**config.mk**
```make
export PLATFORM = sky130hd
export DESIGN_NAME = ethRxSwitch
export DESIGN_NICKNAME = d
export VERILOG_FILES = /design/src/rtl/ethSwitchPkg.sv /design/src/rtl/ethRxSwitch.sv /design/src/rtl/fpgaForwardDb.sv /design/src/rtl/fwdDecision.sv /design/src/rtl/rxFrameCheck.sv /design/src/rtl/rxFrameParser.sv
export VERILOG_INCLUDE_DIRS = /design/src /design/src/rtl
export SDC_FILE = /design/constraint.sdc
export NUM_CORES = 1
export LEC_CHECK = 0
export BUFFER_PORTS_ARGS = -buffer_cell sky130_fd_sc_hd__clkbuf_2
export CORE_MARGIN = 3
export CORE_UTILIZATION = 30
export DETAILED_ROUTE_END_ITERATION = 16
export PLACE_DENSITY = 0.5
export SKIP_CTS_REPAIR_TIMING = 1
export SLEW_MARGIN = 30
export SYNTH_ARGS = -nofsm -noshare
export SYNTH_HDL_FRONTEND = slang
export SYNTH_SLANG_ARGS = --single-unit
```
**constraint.sdc**
```tcl
create_clock -name RxClk -period 4.7 [get_ports RxClk]
set_input_delay 0.94 -clock RxClk [delete_from_list [all_inputs] [get_ports RxClk]]
set_output_delay 0.94 -clock RxClk [all_outputs]
set_load 0.02 [all_outputs]
```
**src/rtl/ethSwitch_settings.svh**
```systemverilog
// ######################################################################
// Constants for the Ethernet receive and forwarding logic
// Included by every RTL file that needs port indices or frame fields
// ######################################################################
`ifndef ETH_SWITCH_SETTINGS_SVH
`define ETH_SWITCH_SETTINGS_SVH

// Out-ports of the switch
`define ETH_NUM_PORTS      4
`define ETH_IDX_ETH1       0
`define ETH_IDX_ETH2       1
`define ETH_IDX_PS         2
`define ETH_IDX_RT         3

// FPGA MAC layout is company id, 16-bit interface field, 8-bit board id
`define ETH_LCSR_CID       24'hFA610E
`define ETH_LCSR_CID_MCAST (`ETH_LCSR_CID | 24'h010000)  // Group bit set
`define ETH_FPGA_PS_MAC    16'h0300
`define ETH_FPGA_RT_MAC    16'h1394
`define ETH_BROADCAST_MAC  48'hFFFF_FFFF_FFFF
`define ETH_MAC_BYTES      6

// Frame layout
`define ETH_SFD            8'hD5
`define ETH_HDR_BYTES      14
`define ETH_DEST_MAC_OFS   0   // Byte offsets within the header
`define ETH_SRC_MAC_OFS    6
`define ETH_TYPE_OFS       12
`define ETH_TYPE_IPV4      16'h0800
`define ETH_IPV4_HDR_BYTES 20

`endif

```
**src/rtl/ethSwitchPkg.sv**
```systemverilog
// ######################################################################
// Types shared by the receive switch RTL and its testbench
// ######################################################################
`default_nettype none

package ethSwitchPkg;

  typedef logic [7:0]  byte_t;      // One data byte
  typedef logic [47:0] mac_t;
  typedef logic [3:0]  boardId_t;   // FPGA board id, low nibble of an FPGA MAC
  typedef logic [3:0]  portMask_t;  // One bit per out-port
  typedef logic [15:0] boardMap_t;  // One bit per board id
  typedef logic [15:0] count16_t;
  typedef logic [7:0]  count8_t;

  // Receive FSM
  typedef enum logic [1:0] {
    rxIdle   = 2'd0,  // Preamble, waiting for SFD
    rxHeader = 2'd1,  // Capturing the 14 header bytes
    rxData   = 2'd2   // Payload up to end of valid
  } rxState_e;

  // Byte as it arrives from the PHY side
  typedef struct packed {
    logic  valid;
    byte_t data;
  } rxBeat_t;

  typedef struct packed {
    mac_t        destMac;
    mac_t        srcMac;
    logic [15:0] etherType;
  } ethHeader_t;

  // Per in-port results, all one-cycle pulses
  typedef struct packed {
    logic      fwdValid;
    portMask_t fwdMask;
    logic      frameDone;
    logic      ipv4Err;    // Valid with frameDone
  } rxResult_t;

  typedef struct packed {
    count16_t numPacketRecv;
    count8_t  numIpv4Err;
  } rxStats_t;

endpackage

`default_nettype wire

```
**src/rtl/ethRxSwitch.sv**
```systemverilog
// ######################################################################
// Top level of the receive switch, both Ethernet receive paths
// around one shared forwarding database
// ######################################################################
`include "ethSwitch_settings.svh"
`default_nettype none

module ethRxSwitch (
  input  wire                              RxClk,
  input  wire                              arstN,
  input  wire ethSwitchPkg::rxBeat_t [1:0] rxIn,        // Index 0 is Eth1
  input  wire ethSwitchPkg::portMask_t     portActive,
  input  wire ethSwitchPkg::boardId_t      boardId,
  input  wire                              clearErrors,
  output wire ethSwitchPkg::rxResult_t [1:0] rxResult,
  output wire ethSwitchPkg::rxStats_t [1:0]  rxStats
);

  wire ethSwitchPkg::ethHeader_t [1:0] header;
  wire [1:0]                           hdrDone;
  wire ethSwitchPkg::mac_t [1:0]       srcMac;
  wire ethSwitchPkg::mac_t [1:0]       hostMac;
  wire ethSwitchPkg::boardMap_t [1:0]  boardMap;

  for (genvar i = `ETH_IDX_ETH1; i <= `ETH_IDX_ETH2; i++) begin : gEthPort
    wire                      dataStrobe;
    wire                      frameEnd;
    wire ethSwitchPkg::byte_t dataByte;

    rxFrameParser rxParser_i (
      .RxClk      (RxClk),
      .arstN      (arstN),
      .rxBeat     (rxIn[i]),
      .header     (header[i]),
      .hdrDone    (hdrDone[i]),
      .dataStrobe (dataStrobe),
      .dataByte   (dataByte),
      .frameEnd   (frameEnd)
    );

    assign srcMac[i] = header[i].srcMac;  // Learning input of the database

    rxFrameCheck rxCheck_i (
      .RxClk       (RxClk),
      .arstN       (arstN),
      .clearErrors (clearErrors),
      .etherType   (header[i].etherType),
      .hdrDone     (hdrDone[i]),
      .dataStrobe  (dataStrobe),
      .dataByte    (dataByte),
      .frameEnd    (frameEnd),
      .frameDone   (rxResult[i].frameDone),
      .ipv4Err     (rxResult[i].ipv4Err),
      .stats       (rxStats[i])
    );

    fwdDecision #(.inPort(i)) fwdDecision_i (
      .RxClk      (RxClk),
      .arstN      (arstN),
      .header     (header[i]),
      .hdrDone    (hdrDone[i]),
      .portActive (portActive),
      .boardId    (boardId),
      .hostMac    (hostMac),
      .boardMap   (boardMap),
      .fwdValid   (rxResult[i].fwdValid),
      .fwdMask    (rxResult[i].fwdMask)
    );
  end

  fpgaForwardDb fwdDb_i (
    .RxClk      (RxClk),
    .arstN      (arstN),
    .portActive (portActive),
    .hdrDone    (hdrDone),
    .srcMac     (srcMac),
    .hostMac    (hostMac),
    .boardMap   (boardMap)
  );

endmodule

`default_nettype wire

```
**src/rtl/fpgaForwardDb.sv**
```systemverilog
// ######################################################################
// Forwarding database of Eth1 and Eth2, learns host MACs and FPGA boards
// Updated on each header's hdrDone edge, cleared while the port is down
// ######################################################################
`include "ethSwitch_settings.svh"
`default_nettype none

module fpgaForwardDb (
  input  wire                            RxClk,
  input  wire                            arstN,
  input  wire ethSwitchPkg::portMask_t   portActive,
  input  wire [1:0]                      hdrDone,   // One per Ethernet in-port
  input  wire ethSwitchPkg::mac_t [1:0]  srcMac,
  output ethSwitchPkg::mac_t [1:0]       hostMac,   // Broadcast when nothing learned
  output ethSwitchPkg::boardMap_t [1:0]  boardMap   // Boards seen behind each port
);

  // Ethernet port p is also out-port p, so portActive indexes directly
  always_ff @(posedge RxClk or negedge arstN) begin
    if (!arstN) begin
      hostMac  <= {2{`ETH_BROADCAST_MAC}};
      boardMap <= '0;
    end else begin
      for (int p = `ETH_IDX_ETH1; p <= `ETH_IDX_ETH2; p++) begin
        if (!portActive[p]) begin
          // Link down, forget everything learned on it
          hostMac[p]  <= `ETH_BROADCAST_MAC;
          boardMap[p] <= '0;
        end else if (hdrDone[p]) begin
          // PS or RT interface does not matter, only the board id
          if (srcMac[p][47:24] == `ETH_LCSR_CID) begin
            boardMap[p][srcMac[p][3:0]] <= 1'b1;
          end else begin
            hostMac[p] <= srcMac[p];  // Last non-FPGA sender is the host
          end
        end
      end
    end
  end

  // An inactive port holds nothing one cycle later
  for (genvar p = `ETH_IDX_ETH1; p <= `ETH_IDX_ETH2; p++) begin : gChk
    assert property (@(posedge RxClk) disable iff (!arstN)
      !portActive[p] |=> (boardMap[p] == '0) && (hostMac[p] == `ETH_BROADCAST_MAC));
  end

endmodule

`default_nettype wire

```
**src/rtl/fwdDecision.sv**
```systemverilog
// ######################################################################
// Forwarding mask of one Ethernet in-port over Eth1, Eth2, PS and RT
// Registered on hdrDone, so fwdValid follows it by one cycle
// ######################################################################
`include "ethSwitch_settings.svh"
`default_nettype none

module fwdDecision #(
  parameter int inPort = 0  // 0 for Eth1, 1 for Eth2
) (
  input  wire                            RxClk,
  input  wire                            arstN,
  input  wire ethSwitchPkg::ethHeader_t  header,
  input  wire                            hdrDone,
  input  wire ethSwitchPkg::portMask_t   portActive,
  input  wire ethSwitchPkg::boardId_t    boardId,
  input  wire ethSwitchPkg::mac_t [1:0]  hostMac,
  input  wire ethSwitchPkg::boardMap_t [1:0] boardMap,
  output logic                           fwdValid,
  output ethSwitchPkg::portMask_t        fwdMask
);

  ethSwitchPkg::mac_t [`ETH_NUM_PORTS-1:0] primaryMac;  // Indexed by out-port
  ethSwitchPkg::mac_t      destMac;
  ethSwitchPkg::boardId_t  destBoard;
  logic                    isBroadcast;
  logic                    isMulticast;
  logic                    isFpgaDest;
  logic                    noBoardPort;   // Board not seen anywhere and not ourselves
  wire ethSwitchPkg::portMask_t primaryMatch;
  wire ethSwitchPkg::portMask_t maskNext;

  assign destMac   = header.destMac;
  assign destBoard = destMac[3:0];

  assign primaryMac[`ETH_IDX_ETH1] = hostMac[`ETH_IDX_ETH1];
  assign primaryMac[`ETH_IDX_ETH2] = hostMac[`ETH_IDX_ETH2];
  assign primaryMac[`ETH_IDX_PS]   = {`ETH_LCSR_CID, `ETH_FPGA_PS_MAC, 4'd0, boardId};
  assign primaryMac[`ETH_IDX_RT]   = {`ETH_LCSR_CID, `ETH_FPGA_RT_MAC, 4'd0, boardId};

  assign isBroadcast = (destMac == `ETH_BROADCAST_MAC);
  assign isMulticast = (destMac[47:24] == `ETH_LCSR_CID_MCAST) && (destMac[7:0] == 8'hFF);
  assign isFpgaDest  = (destMac[47:24] == `ETH_LCSR_CID);
  assign noBoardPort = !(boardMap[`ETH_IDX_ETH1][destBoard] || boardMap[`ETH_IDX_ETH2][destBoard])
                       && (destBoard != boardId);

  for (genvar o = 0; o < `ETH_NUM_PORTS; o++) begin : gOut
    if (o == inPort) begin : gSelf
      assign primaryMatch[o] = 1'b0;  // Never send back out the in-port
      assign maskNext[o]     = 1'b0;
    end else if ((o == `ETH_IDX_ETH1) || (o == `ETH_IDX_ETH2)) begin : gEth
      logic fpgaMatch;
      logic noMatch;
      assign primaryMatch[o] = (destMac == primaryMac[o]);
      assign fpgaMatch = isFpgaDest && (boardMap[o][destBoard] || noBoardPort);
      assign noMatch   = !(|primaryMatch) && !fpgaMatch;  // Unknown, flood to the other Eth
      assign maskNext[o] = portActive[o] &&
                           (isBroadcast || isMulticast || primaryMatch[o] || fpgaMatch || noMatch);
    end else begin : gFpga
      // PS and RT only take what is addressed to this board
      assign primaryMatch[o] = (destMac == primaryMac[o]);
      assign maskNext[o] = portActive[o] && (isBroadcast || isMulticast || primaryMatch[o]);
    end
  end

  always_ff @(posedge RxClk or negedge arstN) begin
    if (!arstN) begin
      fwdValid <= 1'b0;
      fwdMask  <= '0;
    end else begin
      fwdValid <= hdrDone;
      if (hdrDone) begin
        fwdMask <= maskNext;  // Database as it was before this frame's learning
      end
    end
  end

  assert property (@(posedge RxClk) disable iff (!arstN) fwdValid |-> !fwdMask[inPort]);

endmodule

`default_nettype wire

```
**src/rtl/rxFrameCheck.sv**
```systemverilog
// ######################################################################
// Per-port IPv4 header checksum check and receive statistics
// Reports frameDone and ipv4Err one cycle after the parser's frameEnd
// ######################################################################
`include "ethSwitch_settings.svh"
`default_nettype none

module rxFrameCheck (
  input  wire                        RxClk,
  input  wire                        arstN,
  input  wire                        clearErrors,
  input  wire [15:0]                 etherType,
  input  wire                        hdrDone,
  input  wire                        dataStrobe,
  input  wire ethSwitchPkg::byte_t   dataByte,
  input  wire                        frameEnd,
  output logic                       frameDone,
  output logic                       ipv4Err,
  output ethSwitchPkg::rxStats_t     stats
);

  logic        isIpv4;     // Latched from the header
  logic [4:0]  ipByteCnt;  // Saturates at the IPv4 header length
  logic [16:0] cksum;      // Bit 16 holds the carry not yet folded back
  logic        ipHdrSeen;
  logic        cksumOk;
  logic        frameErr;

  assign ipHdrSeen = (ipByteCnt == 5'(`ETH_IPV4_HDR_BYTES));
  assign cksumOk   = (cksum == 17'h0FFFF) || (cksum == 17'h1FFFE);  // 1FFFE folds to FFFF
  assign frameErr  = isIpv4 && !(ipHdrSeen && cksumOk);              // Short IPv4 frame too

  always_ff @(posedge RxClk or negedge arstN) begin
    if (!arstN) begin
      isIpv4    <= 1'b0;
      ipByteCnt <= '0;
      cksum     <= '0;
      frameDone <= 1'b0;
      ipv4Err   <= 1'b0;
      stats     <= '0;
    end else begin
      frameDone <= frameEnd;
      ipv4Err   <= frameEnd && frameErr;
      if (hdrDone) begin
        isIpv4    <= (etherType == `ETH_TYPE_IPV4);
        ipByteCnt <= '0;
        cksum     <= '0;
      end else if (dataStrobe && !ipHdrSeen) begin
        ipByteCnt <= ipByteCnt + 5'd1;
        if (!ipByteCnt[0]) begin
          // High byte of a word, end-around carry added here
          cksum <= {1'b0, cksum[15:0]} + {1'b0, dataByte, 7'd0, cksum[16]};
        end else begin
          cksum <= cksum + {9'd0, dataByte};
        end
      end
      if (frameEnd) begin
        stats.numPacketRecv <= stats.numPacketRecv + 16'd1;
      end
      if (clearErrors) begin
        stats.numIpv4Err <= '0;
      end else if (frameEnd && frameErr) begin
        stats.numIpv4Err <= stats.numIpv4Err + 8'd1;
      end
    end
  end

endmodule

`default_nettype wire

```
**src/rtl/rxFrameParser.sv**
```systemverilog
// ######################################################################
// Per-port receive FSM, finds the SFD and captures the Ethernet header
// Then strobes each payload byte and pulses frameEnd when valid drops
// ######################################################################
`include "ethSwitch_settings.svh"
`default_nettype none

module rxFrameParser (
  input  wire                      RxClk,
  input  wire                      arstN,
  input  wire ethSwitchPkg::rxBeat_t rxBeat,
  output ethSwitchPkg::ethHeader_t header,
  output logic                     hdrDone,     // Header complete and stable
  output logic                     dataStrobe,
  output ethSwitchPkg::byte_t      dataByte,
  output logic                     frameEnd
);

  ethSwitchPkg::rxState_e rxState;
  logic [3:0]             byteCnt;                    // Header byte index
  ethSwitchPkg::byte_t    hdrBytes [`ETH_HDR_BYTES];  // Raw header bytes in arrival order
  logic                   hdrLast;

  assign hdrLast = (byteCnt == 4'(`ETH_HDR_BYTES - 1));

  // Control path
  always_ff @(posedge RxClk or negedge arstN) begin
    if (!arstN) begin
      rxState    <= ethSwitchPkg::rxIdle;
      byteCnt    <= '0;
      hdrDone    <= 1'b0;
      dataStrobe <= 1'b0;
      frameEnd   <= 1'b0;
    end else begin
      hdrDone    <= 1'b0;  // All status outputs are single pulses
      dataStrobe <= 1'b0;
      frameEnd   <= 1'b0;
      case (rxState)
        ethSwitchPkg::rxIdle: begin
          byteCnt <= '0;
          // No check on preamble contents, just wait for the delimiter
          if (rxBeat.valid && (rxBeat.data == `ETH_SFD)) begin
            rxState <= ethSwitchPkg::rxHeader;
          end
        end
        ethSwitchPkg::rxHeader: begin
          if (!rxBeat.valid) begin
            rxState <= ethSwitchPkg::rxIdle;  // Runt frame, dropped silently
          end else if (hdrLast) begin
            hdrDone <= 1'b1;
            rxState <= ethSwitchPkg::rxData;
          end else begin
            byteCnt <= byteCnt + 4'd1;
          end
        end
        ethSwitchPkg::rxData: begin
          if (rxBeat.valid) begin
            dataStrobe <= 1'b1;
          end else begin
            frameEnd <= 1'b1;                 // First idle cycle ends the frame
            rxState  <= ethSwitchPkg::rxIdle;
          end
        end
        default: rxState <= ethSwitchPkg::rxIdle;
      endcase
    end
  end

  // Data path
  always_ff @(posedge RxClk) begin
    dataByte <= rxBeat.data;  // Lines up with dataStrobe
    if ((rxState == ethSwitchPkg::rxHeader) && rxBeat.valid) begin
      hdrBytes[byteCnt] <= rxBeat.data;
    end
  end

  // Network byte order, first byte on the wire is the MSB
  always_comb begin
    for (int i = 0; i < `ETH_MAC_BYTES; i++) begin
      header.destMac[47 - 8*i -: 8] = hdrBytes[`ETH_DEST_MAC_OFS + i];
      header.srcMac[47 - 8*i -: 8]  = hdrBytes[`ETH_SRC_MAC_OFS + i];
    end
    header.etherType = {hdrBytes[`ETH_TYPE_OFS], hdrBytes[`ETH_TYPE_OFS + 1]};
  end

  // Header end and frame end come from different states and never overlap
  assert property (@(posedge RxClk) disable iff (!arstN) !(hdrDone && frameEnd));

endmodule

`default_nettype wire

```
==> flow_summary.toml, run 1 <==
[place]
post-place-ws_ns = 1.234
dpl.cell_count = 2920
io_buffers = 88
routabilityCongestion = 0.8380
dpl.hpwl_um = 42560
dpl-instance-area_sq_mm = 0.02402

[timing]
fin_worst_skew_ns = 0.07375
setup_violations = 0
setup_tns_ns = 0
tightest_slew_ns = 0.8406
period_share_pct = 73.87
setup_ws_ns = 1.228
slew_viol_final = 0
finalHoldViolations = 0
fmax_mhz = 288.0
min_period_ns = 3.472
slew_headroom_pct = 42.51
rsz0062_at_grt = "false"

[yosys]
synth.ff_latch_count = 492
postSynth.asyncResetShare_pct = 51.22
synth_enable_flop_cells = 224
synth_area_sq_mm = 0.02255
synth_cells = 1936
yosysWarnings = 0
yosysUniqueCellTypes = 80
yosysSeqAreaShare_pct = 59.74
ys.flop_type = "edfxtp_1"
syn_avg_cell_area_sq_um = 11.65

[floorplan]
fp.dieW_um = 280.2
die-area_sq_mm = 0.07850
ioPinCount = 91
rows = 99
start_util_pct = 30.60
die_h_um = 280.2
core_area_sq_mm = 0.07370

[power_and_ir_drop]
ir_drop_uv = 329.9
p_per_area_mw_per_mm2 = 359.1
leakagePower_nw = 10.10

[global_route]
antenna_found_initial = 1
gr-usage-all-layers_pct = 15.89
grt_max_degree = 92
grt_pass1_vias = 15650
grt_overflow = 0
grt_pass1_wl_um = 96030

[route]
via_count = 15580
wl_per_cell_um = 20.66
vias_per_cell = 5.150
dr.pass1.iters = 5
antenna_left = 0
drtIter0Drc = 1112
drc_errors = 0
totalWireLength_um = 62530

[finish]
fin_nets = 2102
stdcell_count = 3026
final_cell_area_sq_mm = 0.02594
diodes = 0
fin_util_pct = 35.20
final_common_cell = "nand2_1"
syn2layout_area_growth_pct = 15.04
drive_gt1_share_pct = 16.21
final_cell_mix = "271 x nand2_1, 224 x edfxtp_1, 156 x dfrtp_1, 146 x xnor2_1, 143 x nand3_1"

[setup_path]
max_stage_delay_ns = 0.84
crit_type = "flop to flop"
r2r_setup_slack_ns = 1.23
path_depth = 8
worstPathArrival_ns = 3.93
rr_endpoint = "gEthPort[0].rxCheck_i.cksum[12]$_DFFE_PN0P_"
cpMostUsedCell = "nand2_1"
crit_buf_inv = 1
cp-start-kind = "flop"
path_max_fanout = 25
path_delay_family = "simple AND/OR/NAND/NOR gates"
cp.required_ns = 5.16
reg2reg_from = "gEthPort[0].rxCheck_i.ipByteCnt[0]$_DFFE_PN0P_"
cp-startpoint = "gEthPort[0].rxCheck_i.ipByteCnt[0]$_DFFE_PN0P_"
cp-end-kind = "flop"
crit_chain = "clkinv_1 > ha_1 > nand4b_1 > nand2_1 > nor2_1 > nand2_1 > mux2i_1 > a2111oi_0"
cp-endpoint = "gEthPort[0].rxCheck_i.cksum[12]$_DFFE_PN0P_"
crit_slowest_cell = "dfrtp_1"
r2r_cells = 8

[clock_network]
root_buffer = "clkbuf_16"
htree_levels = 2
clockBufferDepth = 3
cts_sinks = 492
clk_pin_slew_ns = 0.06
tritoncts = "done"
numCtsBuffers = 56
worstSkewPairLatency_ns = 0.66

[outcome]
status = "completed"

[run]
cap_violations = 0

[min_path]
hold_path_class = "input port to async pin"
[kinds of logic (layout without fill, tap and decap cells)]
group,count (synthesis),after routing,share of synthesized area [%]
adders and majority gates,54,54,3.063
DFF,492,492,59.74
and+or+nand+nor,822,822,18.26
xor gates and xnor gates,176,176,6.835
buffers and inverters,118,248,2.175
muxes,41,41,2.752
AOI/OAI and AO/OA,232,232,7.152
other,1,2,0.01663
[Yosys cell counts, drive strengths merged (10+ instances only)]
library cell	n	area (sq um)
clkbuf	56	211.5
buf	25	140.1
or3	12	80.08
dfstp	96	2522
and3	19	118.9
nand2	271	1017
xor2	30	262.8
nor2	111	416.7
o21ai	24	120.1
a21oi	56	280.3
nor2b	23	143.9
a41oi	10	87.58
xnor2	146	1279
nand4	73	456.7
ha	52	650.6
mux4	16	360.4
nor4	35	246.5
a21o	13	97.59
dfxtp	16	320.3
mux2i	17	170.2
dfrtp	156	3904
o21a	26	195.2
edfxtp	224	6726
nor3	41	210.2
inv	34	127.6
a22oi	10	75.07
and2	34	212.7
a31oi	12	75.07
nand3	144	725.7
[flip-flops by register name, indices dropped and copies added, names as in the netlist]
register                         count
fwdDb_i.boardMap                    32
fwdDb_i.hostMac                     96
gEthPort.fwdDecision_i.fwdMask       6
gEthPort.fwdDecision_i.fwdValid      2
gEthPort.rxCheck_i.cksum            34
gEthPort.rxCheck_i.frameDone         2
gEthPort.rxCheck_i.ipByteCnt        10
gEthPort.rxCheck_i.ipv4Err           2
gEthPort.rxCheck_i.isIpv4            2
gEthPort.rxCheck_i.stats            48
gEthPort.rxParser_i.byteCnt          8
gEthPort.rxParser_i.dataByte        16
gEthPort.rxParser_i.dataStrobe       2
gEthPort.rxParser_i.frameEnd         2
gEthPort.rxParser_i.hdrBytes       224
gEthPort.rxParser_i.hdrDone          2
gEthPort.rxParser_i.rxState          4
[per-layer routing]
metal	up-vias	routed length (um)	GRT usage, %
li1	7201	-	-
met1	7874	28850	22.10
met2	414	28750	25.19
met3	95	3427	3.104
met4	0	1497	4.662
met5	-	0	0
[per-stage QoR]
stage / hold WS [ns] / total power, W
5_1_grt: 0.3830 / 0.009652
2_1_floorplan: 0.3519 / 0.004754
6_report: 0.3339 / 0.009318
4_1_cts: 0.3387 / 0.009467
3_3_place_gp: 0.4442 / 0.004934
3_5_place_dp: 0.4498 / 0.004938
[power by group]
part           switching [W]  internal [W]
combinational       0.000220     0.0000804
sequential         0.0000271       0.00452
clock                0.00188       0.00259
total                0.00213       0.00719
[worst min path at each step]
stage / from / cells after the start / to
6_report: arstN / 1 / gEthPort[0].rxCheck_i.cksum[11]$_DFFE_PN0P_
5_1_grt: arstN / 1 / gEthPort[0].rxCheck_i.cksum[11]$_DFFE_PN0P_
4_1_cts: arstN / 1 / gEthPort[0].rxCheck_i.cksum[11]$_DFFE_PN0P_
3_5_place_dp: gEthPort[0].rxParser_i.hdrBytes[11][6]$_DFFE_PP_ / 2 / fwdDb_i.hostMac[6]$_DFFE_PN1P_
3_3_place_gp: gEthPort[0].rxParser_i.hdrBytes[10][4]$_DFFE_PP_ / 2 / fwdDb_i.hostMac[12]$_DFFE_PN1P_
2_1_floorplan: gEthPort[0].rxParser_i.frameEnd$_DFF_PN0_ / 0 / gEthPort[0].rxCheck_i.frameDone$_DFF_PN0_
[layout make-up]
class                           instances  area, sq um
Fill cell                            7215        47760
Sequential cell                       492        13470
Timing Repair Buffer                  105        603.1
Multi-Input combinational cell       1327         8613
Clock inverter                         32        354.1
Tap cell                              959         1200
Inverter                               37        138.9
Clock buffer                           74         1562
(Power assumes the default switching activity.)
==> run 2: changes to the inputs <==
--- a/config.mk
+++ b/config.mk
@@ -6,11 +6,12 @@
 export SDC_FILE = /design/constraint.sdc
 export NUM_CORES = 1
 export LEC_CHECK = 0
+export ABC_AREA = 1
 export BUFFER_PORTS_ARGS = -buffer_cell sky130_fd_sc_hd__clkbuf_2
 export CORE_MARGIN = 3
 export CORE_UTILIZATION = 30
 export DETAILED_ROUTE_END_ITERATION = 16
-export PLACE_DENSITY = 0.5
+export PLACE_DENSITY = 0.51
 export SKIP_CTS_REPAIR_TIMING = 1
 export SLEW_MARGIN = 30
 export SYNTH_ARGS = -nofsm -noshare
==> constraint.sdc (replaced) <==
create_clock -name RxClk -period 2.85 [get_ports RxClk]
set_input_delay 0.57 -clock RxClk [delete_from_list [all_inputs] [get_ports RxClk]]
set_output_delay 0.57 -clock RxClk [all_outputs]
set_load 0.02 [all_outputs]
==> flow_summary.toml, run 2 <==
[yosys]
synth_area_sq_mm = 0.02433
syn_avg_cell_area_sq_um = 9.053
synth_enable_flop_cells = 224
synth_cells = 2688
synth_common_cells = "699 x nand2_1, 279 x inv_1, 224 x edfxtp_1"
yosysWarnings = 0
yosysUniqueCellTypes = 56
synth_top_area_share_pct = 27.64
synth.ff_latch_count = 492
postSynth.asyncResetShare_pct = 51.22
ys_top_cells_by_area = "edfxtp_1 28%, dfrtp_1 16%, nand2_1 11%, dfstp_2 10%, nand3_1 4.4%"
synth_most_common_cell = "nand2_1"
yosysSeqAreaShare_pct = 55.37
ys.flop_type = "edfxtp_1"
yosys.area.top_type = "edfxtp_1"

[place]
routabilityCongestion = 0.8311
io_buffers = 88
dpl.hpwl_um = 48320

[clock_network]
cts_sinks = 492
clk_pin_slew_ns = 0.06
tritoncts = "done"
root_buffer = "clkbuf_16"
numCtsBuffers = 58
htree_levels = 2
clockBufferDepth = 3
worstSkewPairLatency_ns = 0.63

[timing]
fin_worst_skew_ns = 0.03007
slew_headroom_pct = 49.12
rsz0062_at_grt = "false"
fmax_mhz = 436.0
period_share_pct = 80.48
finalHoldViolations = 0
slew_viol_final = 0
setup_violations = 0
setup_tns_ns = 0
tightest_slew_ns = 0.7632
min_period_ns = 2.294

[setup_path]
path_delay_family = "simple AND/OR/NAND/NOR gates"
worstPathArrival_ns = 2.79
max_stage_delay_ns = 0.41
cp.required_ns = 3.35
path_max_fanout = 5
cpMostUsedCell = "nand2_1"
cp-end-kind = "flop"
crit_buf_inv = 2
crit_chain = "ha_1 > inv_1 > fa_1 > inv_1 > nand2_1 > a21oi_1 > nand2_1 > nand2_2 > nand2_1 > nand2_1 > nand2_1 > nand2_1 > nand3_1 > nand2_1 > o21ai_1"
crit_type = "flop to flop"
crit_slowest_cell = "dfrtp_1"
cp-start-kind = "flop"

[global_route]
grt_pass1_wl_um = 109000
met2_usage_pct = 26.54
grt_pass1_vias = 18000
grt_max_degree = 60
gr-usage-all-layers_pct = 16.45
antenna_found_initial = 8
grt_use_met3_pct = 2.186
use_met1_pct = 23.43
grt-busiest-layer = "met2"
grt_overflow = 0

[finish]
final_common_cell = "nand2_1"
fin_nets = 2919
drive_gt1_share_pct = 13.79
syn2layout_area_growth_pct = 15.86
biggestRegsByFlops = "gEthPort.rxParser_i.hdrBytes: 224 flops, fwdDb_i.hostMac: 96 flops, gEthPort.rxCheck_i.stats: 48 flops"
top_register = "gEthPort.rxParser_i.hdrBytes"
largest_reg_flops = 224
final_cell_mix = "699 x nand2_1, 279 x inv_1, 224 x edfxtp_1, 212 x nand3_1, 206 x nor2_1"

[floorplan]
die-area_sq_mm = 0.08456
core_area_sq_mm = 0.07964
rows = 103
fp.dieW_um = 290.8
ioPinCount = 91
die_h_um = 290.8
start_util_pct = 30.55

[route]
dr.pass1.iters = 5
via_count = 18680
wl_per_cell_um = 17.89
totalWireLength_um = 70450
drc_errors = 0
vias_per_cell = 4.745
drtIter0Drc = 1312
antenna_left = 0

[power_and_ir_drop]
p_per_area_mw_per_mm2 = 592.1
leakagePower_nw = 12.18
finalPower_w = 0.01669
ir_drop_uv = 447.0

[min_path]
hold_path_class = "input port to flop"

[outcome]
status = "completed"

[run]
cap_violations = 0
==> run 2: cells by family (layout without fill, tap and decap cells) <==
group	after synthesis	in the layout	share of synthesized area, %
buf+inv	369	566	6.242
fa+ha+maj	54	54	2.838
other cells	1	3	0.01541
mux	1	1	0.04627
simple gates	1312	1312	23.74
xor+xnor	117	117	4.211
flops	492	492	55.37
compound gates	342	342	7.538
==> run 2: final cells by class <==
class	count	area (sq um)
Antenna cell	1	2.502
Clock buffer	77	1553
Clock inverter	33	335.3
Fill cell	8193	51450
Inverter	297	1116
Multi-Input combinational cell	1828	9351
Sequential cell	492	13470
Tap cell	1050	1314
Timing Repair Buffer	159	1049
==> run 2: worst paths after layout <==
path,from,to,slack (ns),cells after the start
max in group asynchronous,arstN,fwdDb_i.hostMac[28]$_DFFE_PN1P_,1.58,3
worst min register to register,gEthPort[0].rxParser_i.hdrBytes[10][2]$_DFFE_PP_,fwdDb_i.hostMac[10]$_DFFE_PN1P_,0.46,2
worst max register to register,gEthPort[1].rxCheck_i.cksum[0]$_DFFE_PN0P_,gEthPort[1].rxCheck_i.cksum[16]$_DFFE_PN0P_,0.56,15
worst max-delay path,gEthPort[1].rxCheck_i.cksum[0]$_DFFE_PN0P_,gEthPort[1].rxCheck_i.cksum[16]$_DFFE_PN0P_,0.56,15
worst min-delay path,rxIn[8],gEthPort[0].rxParser_i.frameEnd$_DFF_PN0_,0.20,2
min in group asynchronous,arstN,gEthPort[0].rxCheck_i.stats[5]$_DFFE_PN0P_,0.48,2
==> run 2: routing by layer <==
metal / part of all wire, % / vias up
met5: 0 / -
met4: 2.0 / 0
met3: 4.8 / 92
met2: 46 / 436
met1: 47 / 8901
li1: - / 9252
==> run 2: per-stage QoR <==
step	utilization [%]	instances	instance area (sq um)	setup WS, ns	hold WS, ns
after detailed placement	33.01	3825	26290	0.6014	0.4405
after floorplan	-	2689	24340	0.8035	0.2744
final	35.40	3937	28190	0.5564	0.1991
after CTS	35.38	3935	28180	0.5671	-0.1275
after global placement	33.01	3825	26290	0.6147	0.4365
after global routing	35.40	3937	28190	0.3093	0.1831
==> run 2: power by group <==
part | switching (W) | internal (W)
Sequential | 0.000203 | 0.00767
Combinational | 0.000980 | 0.000469
Clock | 0.00313 | 0.00424
==> run 3: changes to the inputs <==
--- a/config.mk
+++ b/config.mk
@@ -11,7 +11,7 @@
 export CORE_MARGIN = 3
 export CORE_UTILIZATION = 30
 export DETAILED_ROUTE_END_ITERATION = 16
-export PLACE_DENSITY = 0.51
+export PLACE_DENSITY = 0.5
 export SKIP_CTS_REPAIR_TIMING = 1
 export SLEW_MARGIN = 30
 export SYNTH_ARGS = -nofsm -noshare
==> constraint.sdc (replaced) <==
create_clock -name RxClk -period 2.2 [get_ports RxClk]
set_input_delay 0.44 -clock RxClk [delete_from_list [all_inputs] [get_ports RxClk]]
set_output_delay 0.44 -clock RxClk [all_outputs]
set_load 0.02 [all_outputs]
==> flow_summary.toml, run 3 (same netlist as run 2, synthesis figures left out) <==
[outcome]
status = "completed"

[power_and_ir_drop]
switching_power_w = 0.005410
ir_drop_uv = 531.8
leakagePower_nw = 12.42
p_per_area_mw_per_mm2 = 768.0
seqPwrFrac_pct = 46.3
finalPower_w = 0.02197
power.share.combinational_pct = 8.8
internal_power_w = 0.01656
swShare_pct = 24.62
clock_power_share_pct = 44.8

[route]
vias_per_cell = 4.689
totalWireLength_um = 69940
drc_errors = 0
antenna_left = 0
dr.pass1.iters = 5
wl_per_cell_um = 17.61
via_count = 18630
drtIter0Drc = 1119

[place]
post-place-ws_ns = 0.1126
io_buffers = 88
dpl.hpwl_um = 48520
routabilityCongestion = 0.8412
dpl-instance-area_sq_mm = 0.02657

[clock_network]
tritoncts = "done"
worstSkewPairLatency_ns = 0.63
htree_levels = 2
root_buffer = "clkbuf_16"
cts_sinks = 492
clk_pin_slew_ns = 0.06
clockBufferDepth = 3
numCtsBuffers = 57

[min_path]
hold_path_class = "input port to flop"

[floorplan]
ioPinCount = 91
rows = 103
start_util_pct = 30.55
fp.dieW_um = 290.8
die_h_um = 290.8
core_area_sq_mm = 0.07964
die-area_sq_mm = 0.08456

[finish]
biggestRegsByFlops = "gEthPort.rxParser_i.hdrBytes: 224 flops, fwdDb_i.hostMac: 96 flops, gEthPort.rxCheck_i.stats: 48 flops"
syn2layout_area_growth_pct = 17.57
fin_util_pct = 35.92
drive_gt1_share_pct = 15.51
largest_reg_flops = 224
nFillCells = 8112
final_cell_area_sq_mm = 0.02861
final_cell_mix = "694 x nand2_1, 277 x inv_1, 224 x edfxtp_1, 212 x nand3_1, 206 x nor2_1"
top_register = "gEthPort.rxParser_i.hdrBytes"
final_common_cell = "nand2_1"
fin_nets = 2955

[timing]
min_period_ns = 2.039
fin_worst_skew_ns = 0.03515
setup_ws_ns = 0.1614
setup_violations = 0
slew_viol_final = 0
rsz0062_at_grt = "false"
slew_headroom_pct = 62.52
setup_tns_ns = 0
finalHoldViolations = 0
fmax_mhz = 490.5
tightest_slew_ns = 0.5622
period_share_pct = 92.66

[setup_path]
cp-start-kind = "flop"
path_delay_family = "simple AND/OR/NAND/NOR gates"
path_max_fanout = 3
crit_type = "flop to flop"
crit_buf_inv = 2
max_stage_delay_ns = 0.38
crit_slowest_cell = "dfrtp_1"
r2r_setup_slack_ns = 0.16
cp-end-kind = "flop"
crit_chain = "buf_4 > ha_1 > ha_1 > nand2_1 > nor2_1 > buf_4 > nand2_1 > o21ai_0 > or2_2 > nand3_1 > nand3_1 > o21ai_1"
worstPathArrival_ns = 2.58
cp.required_ns = 2.75

[global_route]
grt_pass1_wl_um = 108700
gr-usage-all-layers_pct = 16.33
antenna_found_initial = 6
grt_pass1_vias = 18110
grt_max_degree = 59
grt_overflow = 0

[run]
cap_violations = 0
-- run 3: changes by cell type in the layout (fill, tap and decap cells not counted), moves of 3 or more --
cell       previous run  this run
a21oi_1              78        75
a21oi_2               1         4
buf_4                65       100
bufinv_16             4         8
clkbuf_1             16        11
clkbuf_8              3         8
inv_6                 7         1
nand2_1             699       694
nand2_2               8        13
-- run 3: power by group through the flow --
stage | clock network [W] | logic (W) | registers [W]
floorplan | 0 | 0.00116 | 0.0103
global placement | 0 | 0.00194 | 0.0104
detailed placement | 0 | 0.00194 | 0.0104
CTS | 0.0101 | 0.00195 | 0.0102
global route | 0.0105 | 0.00220 | 0.0102
finish | 0.00985 | 0.00194 | 0.0102
-- run 3: area by class of cell --
| type | instances | area [sq um] | area share [%] |
|---|---|---|---|
| Multi-Input combinational cell | 1828 | 9383 | 32.80 |
| Clock buffer | 76 | 1578 | 5.515 |
| Sequential cell | 492 | 13480 | 47.10 |
| Tap cell | 1050 | 1314 | 4.592 |
| Timing Repair Buffer | 196 | 1351 | 4.723 |
| Clock inverter | 32 | 390.4 | 1.364 |
| Inverter | 297 | 1116 | 3.901 |
| Antenna cell | 1 | 2.502 | 0.008747 |
-- run 3: routing by layer --
layer,GRT usage (%),vias to the layer above,wire [um]
met3,2.254,75,2760
met2,27.06,321,32910
met1,22.76,8893,33060
met4,3.474,0,1204
li1,-,9337,-
met5,0,-,0
-- run 3: worst paths after layout --
path	from	end	cells past startpoint
min reg2reg	gEthPort[0].rxParser_i.hdrBytes[9][3]$_DFFE_PP_	fwdDb_i.hostMac[19]$_DFFE_PN1P_	2
min in group asynchronous	arstN	gEthPort[0].rxCheck_i.ipv4Err$_DFF_PN0_	2
max	gEthPort[1].rxCheck_i.cksum[0]$_DFFE_PN0P_	gEthPort[1].rxCheck_i.cksum[10]$_DFFE_PN0P_	12
max reg2reg	gEthPort[1].rxCheck_i.cksum[0]$_DFFE_PN0P_	gEthPort[1].rxCheck_i.cksum[10]$_DFFE_PN0P_	12
min	rxIn[8]	gEthPort[0].rxParser_i.frameEnd$_DFF_PN0_	2
max in group asynchronous	arstN	fwdDb_i.hostMac[46]$_DFFE_PN1P_	3
-- run 3: through the flow --
step | hold slack (ns) | cells
after floorplan | 0.1444 | 2689
after global placement | 0.3492 | 3859
after detailed placement | 0.3489 | 3859
after CTS | -0.3200 | 3967
after global routing | 0.06349 | 3972
final | 0.08396 | 3972
